===== src/hw/periph_params.svh =====
`ifndef PERIPH_PARAMS_SVH
`define PERIPH_PARAMS_SVH

// Peripheral IDs in address bits 15..8
`define PERIPH_PWM_ID  8'h02
`define PERIPH_GPIO_ID 8'h03

// Pad count
`define IO_PADS 16

// PWM channels, mapped onto pads PWM_PAD_BASE and up
`define PWM_CHANNELS 4
`define PWM_PAD_BASE 12

`endif


===== src/hw/periph_pkg.sv =====
package periph_pkg;

	// Bridge sequencing, one request in flight
	typedef enum logic [1:0] {
		IDLE,
		STROBE,
		RESPOND
	} bridge_state_e;

	// GPIO word offsets
	typedef enum logic [7:0] {
		GPIO_OUT    = 8'd0,
		GPIO_OE     = 8'd1,
		GPIO_IN     = 8'd2,	// Read only
		GPIO_TOGGLE = 8'd3	// Write only, reads as zero
	} gpio_reg_e;

	// PWM word offsets
	typedef enum logic [7:0] {
		PWM_ENABLE = 8'd0,
		PWM_PERIOD = 8'd1,
		PWM_DUTY0  = 8'd2,
		PWM_DUTY1  = 8'd3,
		PWM_DUTY2  = 8'd4,
		PWM_DUTY3  = 8'd5
	} pwm_reg_e;

endpackage


===== src/hw/wb_periph_bridge.sv =====
`timescale 1ns/10ps

module wb_periph_bridge (
		input  logic        wb_clk_i,
		input  logic        reset_i,
		input  logic        wb_cyc_i,
		input  logic        wb_stb_i,
		input  logic        wb_we_i,
		input  logic [3:0]  wb_sel_i,
		input  logic [23:0] wb_adr_i,
		input  logic [31:0] wb_data_i,
		output logic        wb_ack_o,
		output logic        wb_error_o,
		output logic        wb_stall_o,
		output logic [31:0] wb_data_o,
		output logic        bus_we_o,
		output logic        bus_oe_o,
		output logic [23:0] bus_address_o,
		output logic [3:0]  bus_byte_select_o,
		output logic [31:0] bus_data_write_o,
		input  logic [31:0] bus_data_read_i,
		input  logic        bus_hit_i
	);

	periph_pkg::bridge_state_e state_q;

	assign wb_stall_o = (state_q != periph_pkg::IDLE);	// Busy from accept to response

	// Request fields are held until the response goes out
	always_ff @(posedge wb_clk_i) begin
		if (reset_i) begin
			bus_address_o     <= 24'h0;
			bus_byte_select_o <= 4'h0;
			bus_data_write_o  <= 32'h0;
		end else if (state_q == periph_pkg::IDLE && wb_cyc_i && wb_stb_i) begin
			bus_address_o     <= wb_adr_i;
			bus_byte_select_o <= wb_sel_i;
			bus_data_write_o  <= wb_data_i;
		end
	end

	always_ff @(posedge wb_clk_i) begin
		if (reset_i) begin
			state_q    <= periph_pkg::IDLE;
			bus_we_o   <= 1'b0;
			bus_oe_o   <= 1'b0;
			wb_ack_o   <= 1'b0;
			wb_error_o <= 1'b0;
			wb_data_o  <= 32'h0;
		end else begin
			case (state_q)
				periph_pkg::IDLE: begin
					if (wb_cyc_i && wb_stb_i) begin
						bus_we_o <= wb_we_i;
						bus_oe_o <= !wb_we_i;
						state_q  <= periph_pkg::STROBE;
					end
				end
				periph_pkg::STROBE: begin
					// Peripherals answer within the strobe cycle
					bus_we_o   <= 1'b0;
					bus_oe_o   <= 1'b0;
					wb_ack_o   <= bus_hit_i;
					wb_error_o <= !bus_hit_i;
					wb_data_o  <= (bus_oe_o && bus_hit_i) ? bus_data_read_i : 32'h0;
					state_q    <= periph_pkg::RESPOND;
				end
				default: begin
					wb_ack_o   <= 1'b0;
					wb_error_o <= 1'b0;
					state_q    <= periph_pkg::IDLE;
				end
			endcase
		end
	end

endmodule


===== src/hw/gpio_block.sv =====
`timescale 1ns/10ps
`include "periph_params.svh"

module gpio_block #(
		parameter logic [7:0] ID = `PERIPH_GPIO_ID
	) (
		input  logic               wb_clk_i,
		input  logic               reset_i,
		input  logic               bus_we_i,
		input  logic               bus_oe_i,
		input  logic [23:0]        bus_address_i,
		input  logic [3:0]         bus_byte_select_i,
		input  logic [31:0]        bus_data_write_i,
		output logic [31:0]        data_read_o,
		output logic               request_output_o,
		input  logic [`IO_PADS-1:0] gpio_input_i,
		output logic [`IO_PADS-1:0] gpio_output_o,
		output logic [`IO_PADS-1:0] gpio_oe_o
	);

	logic [7:0]          offset;
	logic                id_match;
	logic                write_en;
	logic [31:0]         byte_mask;
	logic [`IO_PADS-1:0] wmask;
	logic [`IO_PADS-1:0] wdata;

	assign offset   = bus_address_i[7:0];
	assign id_match = (bus_address_i[23:16] == 8'h00) && (bus_address_i[15:8] == ID);
	assign request_output_o = (bus_we_i || bus_oe_i) && id_match
		&& (offset <= periph_pkg::GPIO_TOGGLE);
	assign write_en = bus_we_i && request_output_o;

	assign byte_mask = {{8{bus_byte_select_i[3]}}, {8{bus_byte_select_i[2]}},
		{8{bus_byte_select_i[1]}}, {8{bus_byte_select_i[0]}}};
	assign wmask = byte_mask[`IO_PADS-1:0];
	assign wdata = bus_data_write_i[`IO_PADS-1:0] & wmask;

	always_ff @(posedge wb_clk_i) begin
		if (reset_i) begin
			gpio_output_o <= '0;
			gpio_oe_o     <= '0;
		end else if (write_en) begin
			case (offset)
				periph_pkg::GPIO_OUT:    gpio_output_o <= (gpio_output_o & ~wmask) | wdata;
				periph_pkg::GPIO_OE:     gpio_oe_o <= (gpio_oe_o & ~wmask) | wdata;
				periph_pkg::GPIO_TOGGLE: gpio_output_o <= gpio_output_o ^ wdata;
				default: ;	// GPIO_IN ignores writes
			endcase
		end
	end

	always_comb begin
		case (offset)
			periph_pkg::GPIO_OUT: data_read_o = {{(32-`IO_PADS){1'b0}}, gpio_output_o};
			periph_pkg::GPIO_OE:  data_read_o = {{(32-`IO_PADS){1'b0}}, gpio_oe_o};
			periph_pkg::GPIO_IN:  data_read_o = {{(32-`IO_PADS){1'b0}}, gpio_input_i};
			default:              data_read_o = 32'h0;
		endcase
	end

endmodule


===== src/hw/pwm_block.sv =====
`timescale 1ns/10ps
`include "periph_params.svh"

module pwm_block #(
		parameter logic [7:0] ID = `PERIPH_PWM_ID
	) (
		input  logic                     wb_clk_i,
		input  logic                     reset_i,
		input  logic                     bus_we_i,
		input  logic                     bus_oe_i,
		input  logic [23:0]              bus_address_i,
		input  logic [3:0]               bus_byte_select_i,
		input  logic [31:0]              bus_data_write_i,
		output logic [31:0]              data_read_o,
		output logic                     request_output_o,
		output logic [`PWM_CHANNELS-1:0] pwm_out_o,
		output logic [`PWM_CHANNELS-1:0] pwm_en_o
	);

	localparam int IDX_W = $clog2(`PWM_CHANNELS);

	logic [7:0]       offset;
	logic             id_match;
	logic             duty_sel;
	logic [IDX_W-1:0] duty_idx;
	logic             write_en;
	logic [7:0]       period_q;
	logic [7:0]       counter_q;
	logic [7:0]       duty_q [`PWM_CHANNELS];

	assign offset   = bus_address_i[7:0];
	assign id_match = (bus_address_i[23:16] == 8'h00) && (bus_address_i[15:8] == ID);
	assign duty_sel = (offset >= periph_pkg::PWM_DUTY0)
		&& (offset < 8'(periph_pkg::PWM_DUTY0 + `PWM_CHANNELS));
	assign duty_idx = IDX_W'(offset - 8'(periph_pkg::PWM_DUTY0));
	assign request_output_o = (bus_we_i || bus_oe_i) && id_match
		&& (offset == periph_pkg::PWM_ENABLE || offset == periph_pkg::PWM_PERIOD || duty_sel);
	assign write_en = bus_we_i && request_output_o && bus_byte_select_i[0];	// All fields in byte 0

	always_ff @(posedge wb_clk_i) begin
		if (reset_i) begin
			pwm_en_o <= '0;
			period_q <= 8'h0;
			for (int k = 0; k < `PWM_CHANNELS; k++) duty_q[k] <= 8'h0;
		end else if (write_en) begin
			if (offset == periph_pkg::PWM_ENABLE) pwm_en_o <= bus_data_write_i[`PWM_CHANNELS-1:0];
			if (offset == periph_pkg::PWM_PERIOD) period_q <= bus_data_write_i[7:0];
			if (duty_sel) duty_q[duty_idx] <= bus_data_write_i[7:0];
		end
	end

	// Shared period counter, wraps after PERIOD
	always_ff @(posedge wb_clk_i) begin
		if (reset_i) counter_q <= 8'h0;
		else if (counter_q >= period_q) counter_q <= 8'h0;	// Also catches a shrunk period
		else counter_q <= counter_q + 8'd1;
	end

	always_comb begin
		for (int k = 0; k < `PWM_CHANNELS; k++) begin
			pwm_out_o[k] = pwm_en_o[k] && (counter_q < duty_q[k]);
		end
	end

	always_comb begin
		if (offset == periph_pkg::PWM_ENABLE)
			data_read_o = {{(32-`PWM_CHANNELS){1'b0}}, pwm_en_o};
		else if (offset == periph_pkg::PWM_PERIOD)
			data_read_o = {24'h0, period_q};
		else if (duty_sel)
			data_read_o = {24'h0, duty_q[duty_idx]};
		else
			data_read_o = 32'h0;
	end

endmodule


===== src/hw/io_mux.sv =====
`timescale 1ns/10ps
`include "periph_params.svh"

module io_mux (
		input  logic                     wb_clk_i,
		input  logic                     reset_i,
		input  logic [`IO_PADS-1:0]      gpio_output_i,
		input  logic [`IO_PADS-1:0]      gpio_oe_i,
		output logic [`IO_PADS-1:0]      gpio_input_o,
		input  logic [`PWM_CHANNELS-1:0] pwm_out_i,
		input  logic [`PWM_CHANNELS-1:0] pwm_en_i,
		input  logic [`IO_PADS-1:0]      io_in_i,
		output logic [`IO_PADS-1:0]      io_out_o,
		output logic [`IO_PADS-1:0]      io_oeb_o
	);

	logic [`IO_PADS-1:0] sync_q;
	logic [`IO_PADS-1:0] pad_out;
	logic [`IO_PADS-1:0] pad_oe;

	// GPIO by default, an enabled PWM channel takes its pad
	always_comb begin
		pad_out = gpio_output_i;
		pad_oe  = gpio_oe_i;
		for (int k = 0; k < `PWM_CHANNELS; k++) begin
			if (pwm_en_i[k]) begin
				pad_out[`PWM_PAD_BASE+k] = pwm_out_i[k];
				pad_oe[`PWM_PAD_BASE+k]  = 1'b1;
			end
		end
	end

	always_ff @(posedge wb_clk_i) begin
		if (reset_i) begin
			sync_q       <= '0;
			gpio_input_o <= '0;
			io_out_o     <= '0;
			io_oeb_o     <= '1;	// Pads come up as inputs
		end else begin
			sync_q       <= io_in_i;	// First synchronizer stage
			gpio_input_o <= sync_q;
			io_out_o     <= pad_out;
			io_oeb_o     <= ~pad_oe;
		end
	end

endmodule


===== src/hw/peripherals.sv =====
`timescale 1ns/10ps
`include "periph_params.svh"

module peripherals (
		input  logic                wb_clk_i,
		input  logic                reset_i,
		input  logic                wb_cyc_i,
		input  logic                wb_stb_i,
		input  logic                wb_we_i,
		input  logic [3:0]          wb_sel_i,
		input  logic [23:0]         wb_adr_i,
		input  logic [31:0]         wb_data_i,
		output logic                wb_ack_o,
		output logic                wb_error_o,
		output logic                wb_stall_o,
		output logic [31:0]         wb_data_o,
		input  logic [`IO_PADS-1:0] io_in_i,
		output logic [`IO_PADS-1:0] io_out_o,
		output logic [`IO_PADS-1:0] io_oeb_o
	);

	logic        bus_we;
	logic        bus_oe;
	logic [23:0] bus_address;
	logic [3:0]  bus_byte_select;
	logic [31:0] bus_data_write;
	logic [31:0] bus_data_read;
	logic        bus_hit;

	logic [31:0]              gpio_data_read;
	logic                     gpio_request;
	logic [`IO_PADS-1:0]      gpio_input;
	logic [`IO_PADS-1:0]      gpio_output;
	logic [`IO_PADS-1:0]      gpio_oe;
	logic [31:0]              pwm_data_read;
	logic                     pwm_request;
	logic [`PWM_CHANNELS-1:0] pwm_out;
	logic [`PWM_CHANNELS-1:0] pwm_en;

	wb_periph_bridge bridge (
		.wb_clk_i(wb_clk_i), .reset_i(reset_i),
		.wb_cyc_i(wb_cyc_i), .wb_stb_i(wb_stb_i), .wb_we_i(wb_we_i),
		.wb_sel_i(wb_sel_i), .wb_adr_i(wb_adr_i), .wb_data_i(wb_data_i),
		.wb_ack_o(wb_ack_o), .wb_error_o(wb_error_o),
		.wb_stall_o(wb_stall_o), .wb_data_o(wb_data_o),
		.bus_we_o(bus_we), .bus_oe_o(bus_oe), .bus_address_o(bus_address),
		.bus_byte_select_o(bus_byte_select), .bus_data_write_o(bus_data_write),
		.bus_data_read_i(bus_data_read), .bus_hit_i(bus_hit));

	gpio_block #(.ID(`PERIPH_GPIO_ID)) gpio (
		.wb_clk_i(wb_clk_i), .reset_i(reset_i),
		.bus_we_i(bus_we), .bus_oe_i(bus_oe), .bus_address_i(bus_address),
		.bus_byte_select_i(bus_byte_select), .bus_data_write_i(bus_data_write),
		.data_read_o(gpio_data_read), .request_output_o(gpio_request),
		.gpio_input_i(gpio_input), .gpio_output_o(gpio_output), .gpio_oe_o(gpio_oe));

	pwm_block #(.ID(`PERIPH_PWM_ID)) pwm (
		.wb_clk_i(wb_clk_i), .reset_i(reset_i),
		.bus_we_i(bus_we), .bus_oe_i(bus_oe), .bus_address_i(bus_address),
		.bus_byte_select_i(bus_byte_select), .bus_data_write_i(bus_data_write),
		.data_read_o(pwm_data_read), .request_output_o(pwm_request),
		.pwm_out_o(pwm_out), .pwm_en_o(pwm_en));

	io_mux mux (
		.wb_clk_i(wb_clk_i), .reset_i(reset_i),
		.gpio_output_i(gpio_output), .gpio_oe_i(gpio_oe), .gpio_input_o(gpio_input),
		.pwm_out_i(pwm_out), .pwm_en_i(pwm_en),
		.io_in_i(io_in_i), .io_out_o(io_out_o), .io_oeb_o(io_oeb_o));

	assign bus_hit = pwm_request | gpio_request;

	// First claiming block wins
	always_comb begin
		case (1'b1)
			pwm_request:  bus_data_read = pwm_data_read;
			gpio_request: bus_data_read = gpio_data_read;
			default:      bus_data_read = 32'h0;
		endcase
	end

endmodule


===== config.mk =====
export PLATFORM = sky130hd
export DESIGN_NAME = peripherals
export DESIGN_NICKNAME = d
export VERILOG_FILES = /design/src/hw/periph_pkg.sv /design/src/hw/wb_periph_bridge.sv /design/src/hw/gpio_block.sv /design/src/hw/pwm_block.sv /design/src/hw/io_mux.sv /design/src/hw/peripherals.sv
export VERILOG_INCLUDE_DIRS = /design/src /design/src/hw
export SDC_FILE = /design/constraint.sdc
export NUM_CORES = 1
export LEC_CHECK = 0
export BUFFER_PORTS_ARGS = -buffer_cell sky130_fd_sc_hd__buf_2
export CORE_MARGIN = 10
export CORE_UTILIZATION = 51
export DETAILED_ROUTE_END_ITERATION = 10
export HOLD_SLACK_MARGIN = 0.15
export PLACE_DENSITY = 0.76
export SKIP_CTS_REPAIR_TIMING = 1
export SLEW_MARGIN = 10
export SYNTH_ARGS = -nofsm -noshare
export SYNTH_HDL_FRONTEND = slang
export SYNTH_SLANG_ARGS = --single-unit

===== constraint.sdc =====
create_clock -name wb_clk_i -period 2.6 [get_ports wb_clk_i]
set_input_delay 0 -clock wb_clk_i [delete_from_list [all_inputs] [get_ports wb_clk_i]]
set_output_delay 0 -clock wb_clk_i [all_outputs]
set_load 0.02 [all_outputs]

==> results.yml, run 1 <==
pwr:
  leakagePower_nw: 4.72
  power.density_cell_area_nw_per_um2: 618
  design_power_total_mw: 7.12
  highest_ir_drop_seen_on_vdd_v: 0.000615
routing:
  detail_route.iter0.violations: 879
  post_drt_via_cell_ratio: 5.60
  antenna_left: 0
  drt_drc_violations_left: 0
  via_count: 7884
  detail_route.first_pass.iterations: 5
  wl_per_cell_um: 18.7
  drt_total_wl_um: 26300
timing:
  timing.final.crit_period_ns: 2.41
  maxSlewHeadroom_pct: 15.6
  period_share_pct: 92.5
  skew_ns: 0.0259
  rsz_0062_raised_after_global_routing: "no"
  finalMaxSlewViolations: 0
  tns_ns: 0
  worstMarginPinSlew_ns: 1.26
  max_clock_freq_mhz: 416
  hold_viol_final: 0
  whs_ns: 0.186
  final_setup_violations: 0
synth:
  synth.largest_area_cell: "dfxtp_1"
  syn-mean-instance-area_um2: 9.43
  synth.distinct_cells: 53
  synthTopCellsByArea: "dfxtp_1, edfxtp_1, nand2_1"
  async_flop_share_pct: 0
  yosys.area.top_type_share_pct: 38.5
  synthCells: 992
  number_of_enable_type_register_cells_in_the_synthesized_netlist: 32
  flip_flop_and_latch_count_after_synthesis: 212
  synth_seq_area_share_pct: 48.8
  mapped_cell_area_um2: 9350
  synth-main-ff-cell: "dfxtp_1"
  yosysMostFrequentCell: "dfxtp_1"
  synth_commonest_cells: "dfxtp_1, nand2_1, a21oi_1, o21ai_0"
  ys_warn_count: 0
setup_path:
  critPathTopFamily: "simple AND/OR/NAND/NOR gates"
  setup.worst_path.end_class: "flop"
  critical_path_depth: 5
  critical_path.cell_chain: "nor4_1, nand4_1, nor3_4, nand4_1, nand2b_1"
  setup.worst_path.class: "reg2reg"
  timing.rr.end: "pwm.duty_q[2][7]$_SDFFCE_PN0P_"
  critical_path.endpoint: "pwm.duty_q[2][7]$_SDFFCE_PN0P_"
  critical_path.max_fanout: 8
  worst-r2r-setup-slack_ns: 0.19
  critPathLaunchType: "flop"
  cp_num_buf_inv: 0
  cp_data_required_time_ns: 2.77
  worst-r2r-cell-count: 5
  cp_data_arrival_time_ns: 2.57
  critical_path.reg2reg.startpoint: "bridge.bus_address_o[15]$_SDFFE_PP0P_"
  cell_repeated_most_along_the_worst_path: "nand4_1"
  critPathSlowestCell: "nor4_1"
  setup.worst_path.start: "bridge.bus_address_o[15]$_SDFFE_PP0P_"
  slowest_delay_ns: 0.46
global_route:
  grt_remaining_overflow: 0
  grt_antenna_before_repair: 0
  grt_start_max_net_pins: 52
  total_global_routing_track_utilization_pct: 19.5
  grt_pass1_wl_um: 38500
  first_global_vias: 7249
flow_run:
  timing.max_cap.violations: 0
floorplanning:
  floorplan.initialDensity_pct: 51.9
  fp.dieH_um: 155
  num_rows: 49
  fp.dieArea_um2: 24200
  ports: 148
  dieWidth_um: 155
  coreArea_um2: 18000
clocking:
  tritoncts: "yes"
  clk_pin_slew_worst_paths_ns: 0.06
  clock-sinks: 212
  cts-htree-levels: 1
  clock_latency_ns: 0.54
  cts_buffers: 22
  ctsLongestPathBuffers: 3
  cts.root.buffer_cell: "clkbuf_16"
layout:
  synthToLayoutAreaGrowth_pct: 23.2
  multi_input_area_um2: 4300
  finish.instance_area_um2: 11500
  number_of_antenna_repair_diodes: 0
  final_net_count: 1282
  seq_area_um2: 4570
  fillerInstances: 1421
  layout-drive-gt1-share_pct: 16.3
status:
  status: "finished, final reports clean"
placement:
  hpwl_um: 17800
  dpl_cell_area_um2: 10100
  routabilityCongestion: 0.923
  io_buffer_count: 113
hold_path:
  worst_hold_path_type: "in2reg"
metrics by stage:
stage	cells	utilization (%)	setup WS [ns]
CTS	1337	60.0	0.244
global placement	1298	55.9	0.339
finish	1408	63.9	0.195
floorplan	1007	-	0.180
global route	1408	63.9	0.0134
detailed placement	1298	55.9	0.289
worst min path at each step:
stage,startpoint,endpoint,slack [ns],depth (start not counted)
global route,wb_stb_i,bridge.bus_byte_select_o[0]$_SDFFE_PP0P_,0.22,5
global placement,io_in_i[12],mux.sync_q[12]$_SDFF_PP0_,0.21,2
floorplan,io_in_i[0],mux.sync_q[0]$_SDFF_PP0_,0.13,1
CTS,io_in_i[3],mux.sync_q[3]$_SDFF_PP0_,-0.33,2
detailed placement,io_in_i[3],mux.sync_q[3]$_SDFF_PP0_,0.21,2
finish,wb_stb_i,bridge.state_q[0]$_SDFFE_PP0P_,0.19,3
power breakdown:
| group | switching [mW] | internal, mW |
|---|---|---|
| registers | 0.0636 | 3.40 |
| logic | 0.290 | 0.233 |
| clock network | 1.30 | 1.83 |
kinds of logic (layout without fill, tap and decap cells):
group / count (synthesis) / after routing / synth area share, %
xor+xnor: 7 / 7 / 0.656
flops: 212 / 212 / 48.8
fa+ha+maj: 37 / 37 / 4.95
compound gates: 212 / 212 / 14.2
buf+inv: 119 / 291 / 5.82
other cells: 1 / 16 / 0.0401
mux: 44 / 44 / 5.78
simple gates: 360 / 360 / 19.8
cells in the final DEF (no fill, tap or decap), types with 26 or more instances in the layout:
cell and count:
nor2b_1 48, inv_1 43, o21ai_0 60, buf_4 26, buf_2 112, dfxtp_1 179
nand2b_1 48, edfxtp_1 32, mux2i_1 36, nand3_1 34, a21oi_1 65, nor2_1 45
ha_1 37, dlygate4sd3_1 71, nand2_1 127
layer usage:
layer  routed length [um]  global-route usage, %  up-vias  part of all wire, %
li1                     -                      -     3790                    -
met1                10700                   25.7     3706                   41
met2                12700                   31.4      327                   48
met3                 1950                   3.03       61                  7.4
met4                 1040                   7.62        0                  3.9
met5                    0                      0        -                    0
worst reg2reg max path, cell delays in order (launching register included):
cell	delay (ns)
dfxtp_1	0.31
nor4_1	0.46
nand4_1	0.35
nor3_4	0.39
nand4_1	0.17
nand2b_1	0.35
final cells by class:
type / count / area share [%]
Clock inverter: 4 / 0.424
Sequential cell: 212 / 39.6
Inverter: 43 / 1.40
Multi-Input combinational cell: 676 / 37.3
Timing Repair Buffer: 209 / 12.7
Tap cell: 229 / 2.49
Clock buffer: 35 / 6.00
No activity file was read; power rests on OpenSTA's default activity.
==> run 2, diff against run 1 <==
BUFFER_PORTS_ARGS = default   (was -buffer_cell sky130_fd_sc_hd__buf_2)
CORE_UTILIZATION = 57   (was 51)
DONT_BUFFER_PORTS = 1   (was default)
PLACE_DENSITY = 0.75   (was 0.76)
==> results.yml, run 2 (synthesized netlist as in run 1, its figures left out) <==
status:
  status: "finished, final reports clean"
placement:
  dpl_cell_area_um2: 9490
  routabilityCongestion: 0.946
  post-place-ws_ns: 0.232
  io_buffer_count: 0
  hpwl_um: 17600
  dp_cells: 1173
global_route:
  grt_antenna_before_repair: 1
  first_global_vias: 6956
  total_global_routing_track_utilization_pct: 21.4
  grt_start_max_net_pins: 176
  grt_pass1_wl_um: 38200
  grt_remaining_overflow: 0
clocking:
  cts.root.buffer_cell: "clkbuf_16"
  clk_pin_slew_worst_paths_ns: 0.06
  cts-htree-levels: 1
  clock_latency_ns: 0.51
  tritoncts: "yes"
  cts_buffers: 22
  ctsLongestPathBuffers: 3
  clock-sinks: 212
routing:
  drt_total_wl_um: 27100
  detail_route.first_pass.iterations: 5
  antenna_left: 0
  drt_drc_violations_left: 0
  wl_per_cell_um: 20.5
  post_drt_via_cell_ratio: 5.87
  via_count: 7773
  detail_route.iter0.violations: 966
setup_path:
  critPathLaunchType: "flop"
  setup.worst_path.end_class: "flop"
  worst-r2r-setup-slack_ns: 0.09
  critical_path.reg2reg.startpoint: "bridge.bus_address_o[15]$_SDFFE_PP0P_"
  setup.worst_path.start: "bridge.bus_address_o[15]$_SDFFE_PP0P_"
  critical_path.max_fanout: 8
  cp_data_arrival_time_ns: 2.67
  timing.rr.end: "pwm.duty_q[0][6]$_SDFFCE_PN0P_"
  cp_data_required_time_ns: 2.76
  setup.worst_path.class: "reg2reg"
  worst-r2r-cell-count: 5
floorplanning:
  fp.dieArea_um2: 21900
  ports: 148
  dieWidth_um: 148
  fp.dieH_um: 148
  num_rows: 46
  coreArea_um2: 16000
  floorplan.initialDensity_pct: 58.4
pwr:
  design_power_total_mw: 7.25
  power.density_cell_area_nw_per_um2: 636
  leakagePower_nw: 4.40
  highest_ir_drop_seen_on_vdd_v: 0.000913
timing:
  worstMarginPinSlew_ns: 0.611
  tns_ns: 0
  timing.final.ws_setup_ns: 0.0911
  final_setup_violations: 0
  whs_ns: 0.144
  hold_viol_final: 0
  skew_ns: 0.0155
  max_clock_freq_mhz: 399
  period_share_pct: 96.5
  timing.final.crit_period_ns: 2.51
  finalMaxSlewViolations: 0
  maxSlewHeadroom_pct: 59.3
layout:
  layout_commonest_cell: "dfxtp_1"
  finalNonFillerCells: 1325
  final_cell_mix: "dfxtp_1, nand2_1, dlygate4sd3_1"
  utilization_pct: 71.2
  layout-drive-gt1-share_pct: 7.76
  final_net_count: 1210
  finish.instance_area_um2: 11400
  synthToLayoutAreaGrowth_pct: 21.9
  fillerInstances: 1187
hold_path:
  worstHoldEndpoint: "mux.gpio_input_o[12]$_SDFF_PP0_"
  holdCritStartpoint: "reset_i"
  worst_hold_path_type: "in2reg"
  hold-path-cell-count: 3
flow_run:
  timing.max_cap.violations: 0
[run 2: cell type report]
type	count	area, um^2	area share (%)
repair buffers	137	1330	11.7
inverters	43	161	1.42
multi-input cells	676	4300	37.7
clock buffers	29	661	5.80
clock inverters	11	104	0.911
flip-flops and latches	212	4570	40.1
diodes	1	2.50	0.0220
well taps	216	270	2.37
[run 2: power breakdown]
part           total [mW]  switching (mW)  internal [mW]
clock                3.26            1.35           1.91
combinational       0.522           0.283          0.239
sequential           3.47          0.0713           3.40
[run 2: worst max-delay path: stages, from the launching register on]
cell,delay (ns)
dfxtp_1,0.31
nor4_1,0.54
nand4_1,0.37
nor3_4,0.38
nand4_1,0.18
nand2b_1,0.35
[run 2: how the worst max path moves through the flow]
stage,cells after the start,slack [ns],to
4_1_cts,5,0.21,pwm.duty_q[0][6]$_SDFFCE_PN0P_
3_5_place_dp,5,0.23,pwm.duty_q[0][7]$_SDFFCE_PN0P_
5_1_grt,5,-0.07,pwm.pwm_en_o[3]$_SDFFE_PP0P_
6_report,5,0.09,pwm.duty_q[0][6]$_SDFFCE_PN0P_
2_1_floorplan,6,0.18,pwm.duty_q[1][0]$_SDFFCE_PN0P_
3_3_place_gp,5,0.33,pwm.duty_q[2][7]$_SDFFCE_PN0P_
[run 2: per-layer routing]
layer  GRT usage (%)  routed length (um)
met5               0                   0
met3            5.13                2340
met1            27.8               10600
met2            34.6               13200
met4            6.49                 934
==> run 3, diff against run 2 <==
ABC_AREA = 1   (was default)
GPL_ROUTABILITY_DRIVEN = 0   (was default)
==> results.yml, run 3 <==
status:
  status: "finished, final reports clean"
pwr:
  power.density_cell_area_nw_per_um2: 653
  design_power_total_mw: 7.46
  highest_ir_drop_seen_on_vdd_v: 0.000515
  leakagePower_nw: 4.86
synth:
  ys_warn_count: 0
  flip_flop_and_latch_count_after_synthesis: 212
  number_of_enable_type_register_cells_in_the_synthesized_netlist: 32
  async_flop_share_pct: 0
  synthTopCellsByArea: "dfxtp_1, edfxtp_1, nand2_1"
  synth.largest_area_cell: "dfxtp_1"
  yosys.area.top_type_share_pct: 37.5
  synthCells: 1267
  synth-main-ff-cell: "dfxtp_1"
  synth.distinct_cells: 33
  syn-mean-instance-area_um2: 7.58
  yosysMostFrequentCell: "nand2_1"
  synth_seq_area_share_pct: 47.5
  synth_commonest_cells: "nand2_1, nor2_1, dfxtp_1, inv_1, a21oi_1"
  mapped_cell_area_um2: 9600
global_route:
  met3_global_route_usage_pct: 5.34
  met1_usage_in_global_routing_pct: 29.4
  use_met2_pct: 36.2
  grt_remaining_overflow: 0
  grt_start_max_net_pins: 95
  grt_pass1_wl_um: 40200
  first_global_vias: 7732
  total_global_routing_track_utilization_pct: 22.5
  grt_busiest_layer: "met2"
  grt_antenna_before_repair: 0
setup_path:
  critPathSlowestCell: "dlygate4sd3_1"
  cp_num_buf_inv: 3
  critPathTopFamily: "buffers and inverters"
  setup.worst_path.end_class: "flop"
  critPathLaunchType: "flop"
  cp_data_arrival_time_ns: 2.96
  critical_path.max_fanout: 41
  critical_path.cell_chain: "nor2_1, nand3_2, buf_4, o21ai_0, dlygate4sd3_1, a21oi_1, dlygate4sd3_1"
  cell_repeated_most_along_the_worst_path: "dlygate4sd3_1"
  cp_data_required_time_ns: 3.00
  slowest_delay_ns: 0.58
  setup.worst_path.class: "reg2reg"
layout:
  final_cell_mix: "nand2_1, nor2_1, dfxtp_1"
  seq_area_um2: 4560
  layout-drive-gt1-share_pct: 6.58
  synthToLayoutAreaGrowth_pct: 19.1
  fillerInstances: 1330
  final_net_count: 1469
  multi_input_area_um2: 4140
  number_of_antenna_repair_diodes: 0
  layout_commonest_cell: "nand2_1"
routing:
  detail_route.iter0.violations: 755
  via_count: 8659
  drt_drc_violations_left: 0
  antenna_left: 0
  detail_route.first_pass.iterations: 5
  wl_per_cell_um: 17.6
  drt_total_wl_um: 27900
  post_drt_via_cell_ratio: 5.46
hold_path:
  worst_hold_path_type: "in2reg"
floorplanning:
  fp.dieH_um: 150
  num_rows: 47
  floorplan.initialDensity_pct: 58.1
  ports: 148
  fp.dieArea_um2: 22400
  dieWidth_um: 150
  coreArea_um2: 16500
timing:
  tns_ns: 0
  period_share_pct: 98.5
  hold_viol_final: 0
  maxSlewHeadroom_pct: 48.1
  finalMaxSlewViolations: 0
  worstMarginPinSlew_ns: 0.777
  skew_ns: 0.0116
  max_clock_freq_mhz: 390
  timing.final.crit_period_ns: 2.56
  final_setup_violations: 0
clocking:
  clock-sinks: 212
  tritoncts: "yes"
  cts-htree-levels: 1
  cts.root.buffer_cell: "clkbuf_16"
  clk_pin_slew_worst_paths_ns: 0.06
  ctsLongestPathBuffers: 3
  clock_latency_ns: 0.52
  cts_buffers: 23
flow_run:
  timing.max_cap.violations: 0
placement:
  hpwl_um: 19200
  io_buffer_count: 0
run 3: power breakdown:
group | switching [mW] | leakage (nW) | internal (mW)
clock network | 1.35 | 0.387 | 1.97
logic | 0.455 | 2.68 | 0.227
registers | 0.0538 | 1.80 | 3.41
run 3: worst reg2reg max path, stage by stage, from the launching register on:
cell and delay (ns):
dfxtp_1 0.31, nor2_1 0.31, nand3_2 0.15, buf_4 0.27, o21ai_0 0.21, dlygate4sd3_1 0.58, a21oi_1 0.05, dlygate4sd3_1 0.57
run 3: stage by stage:
stage	cells	utilization [%]	cell area [um^2]	hold WS, ns	setup WS (ns)
floorplan	1282	-	9660	0.0839	0.440
global placement	1459	59.1	9770	0.0878	0.468
detailed placement	1459	59.1	9770	0.0906	0.417
CTS	1500	63.8	10500	-0.445	0.400
global route	1587	69.2	11400	0.136	-0.0931
finish	1587	69.2	11400	0.109	0.0382
run 3: final timing paths:
kind,endpoint,slack (ns),depth (start not counted),from
worst max-delay path,bridge.bus_address_o[19]$_SDFFE_PP0P_,0.04,7,bridge.state_q[0]$_SDFFE_PP0P_
worst min register to register,mux.gpio_input_o[9]$_SDFF_PP0_,0.40,2,mux.sync_q[9]$_SDFF_PP0_
worst min-delay path,bridge.bus_address_o[10]$_SDFFE_PP0P_,0.11,4,wb_cyc_i
worst max register to register,bridge.bus_address_o[19]$_SDFFE_PP0P_,0.04,7,bridge.state_q[0]$_SDFFE_PP0P_
run 3: per-layer routing:
layer / wire (um) / vias to the layer above
li1: - / 4192
met1: 11200 / 4003
met2: 13200 / 396
met3: 2690 / 68
met4: 818 / 0
met5: 0 / -
run 3: cell type report:
type / count / area share [%]
inverter: 167 / 5.50
multi-input combinational: 838 / 36.2
tap: 220 / 2.41
timing repair buffer: 109 / 9.21
sequential: 212 / 39.9
clock buffer: 31 / 6.02
clock inverter: 10 / 0.788
run 3: cells by family after synthesis:
kind of cell	after synthesis	synth area share (%)
AO/OA/AOI/OAI	202	10.8
XOR/XNOR	20	1.82
adder cells (fa/ha/maj)	37	4.82
buffers and inverters	232	10.0
flip-flops	212	47.5
other	1	0.0391
AND/OR/NAND/NOR	563	25.0
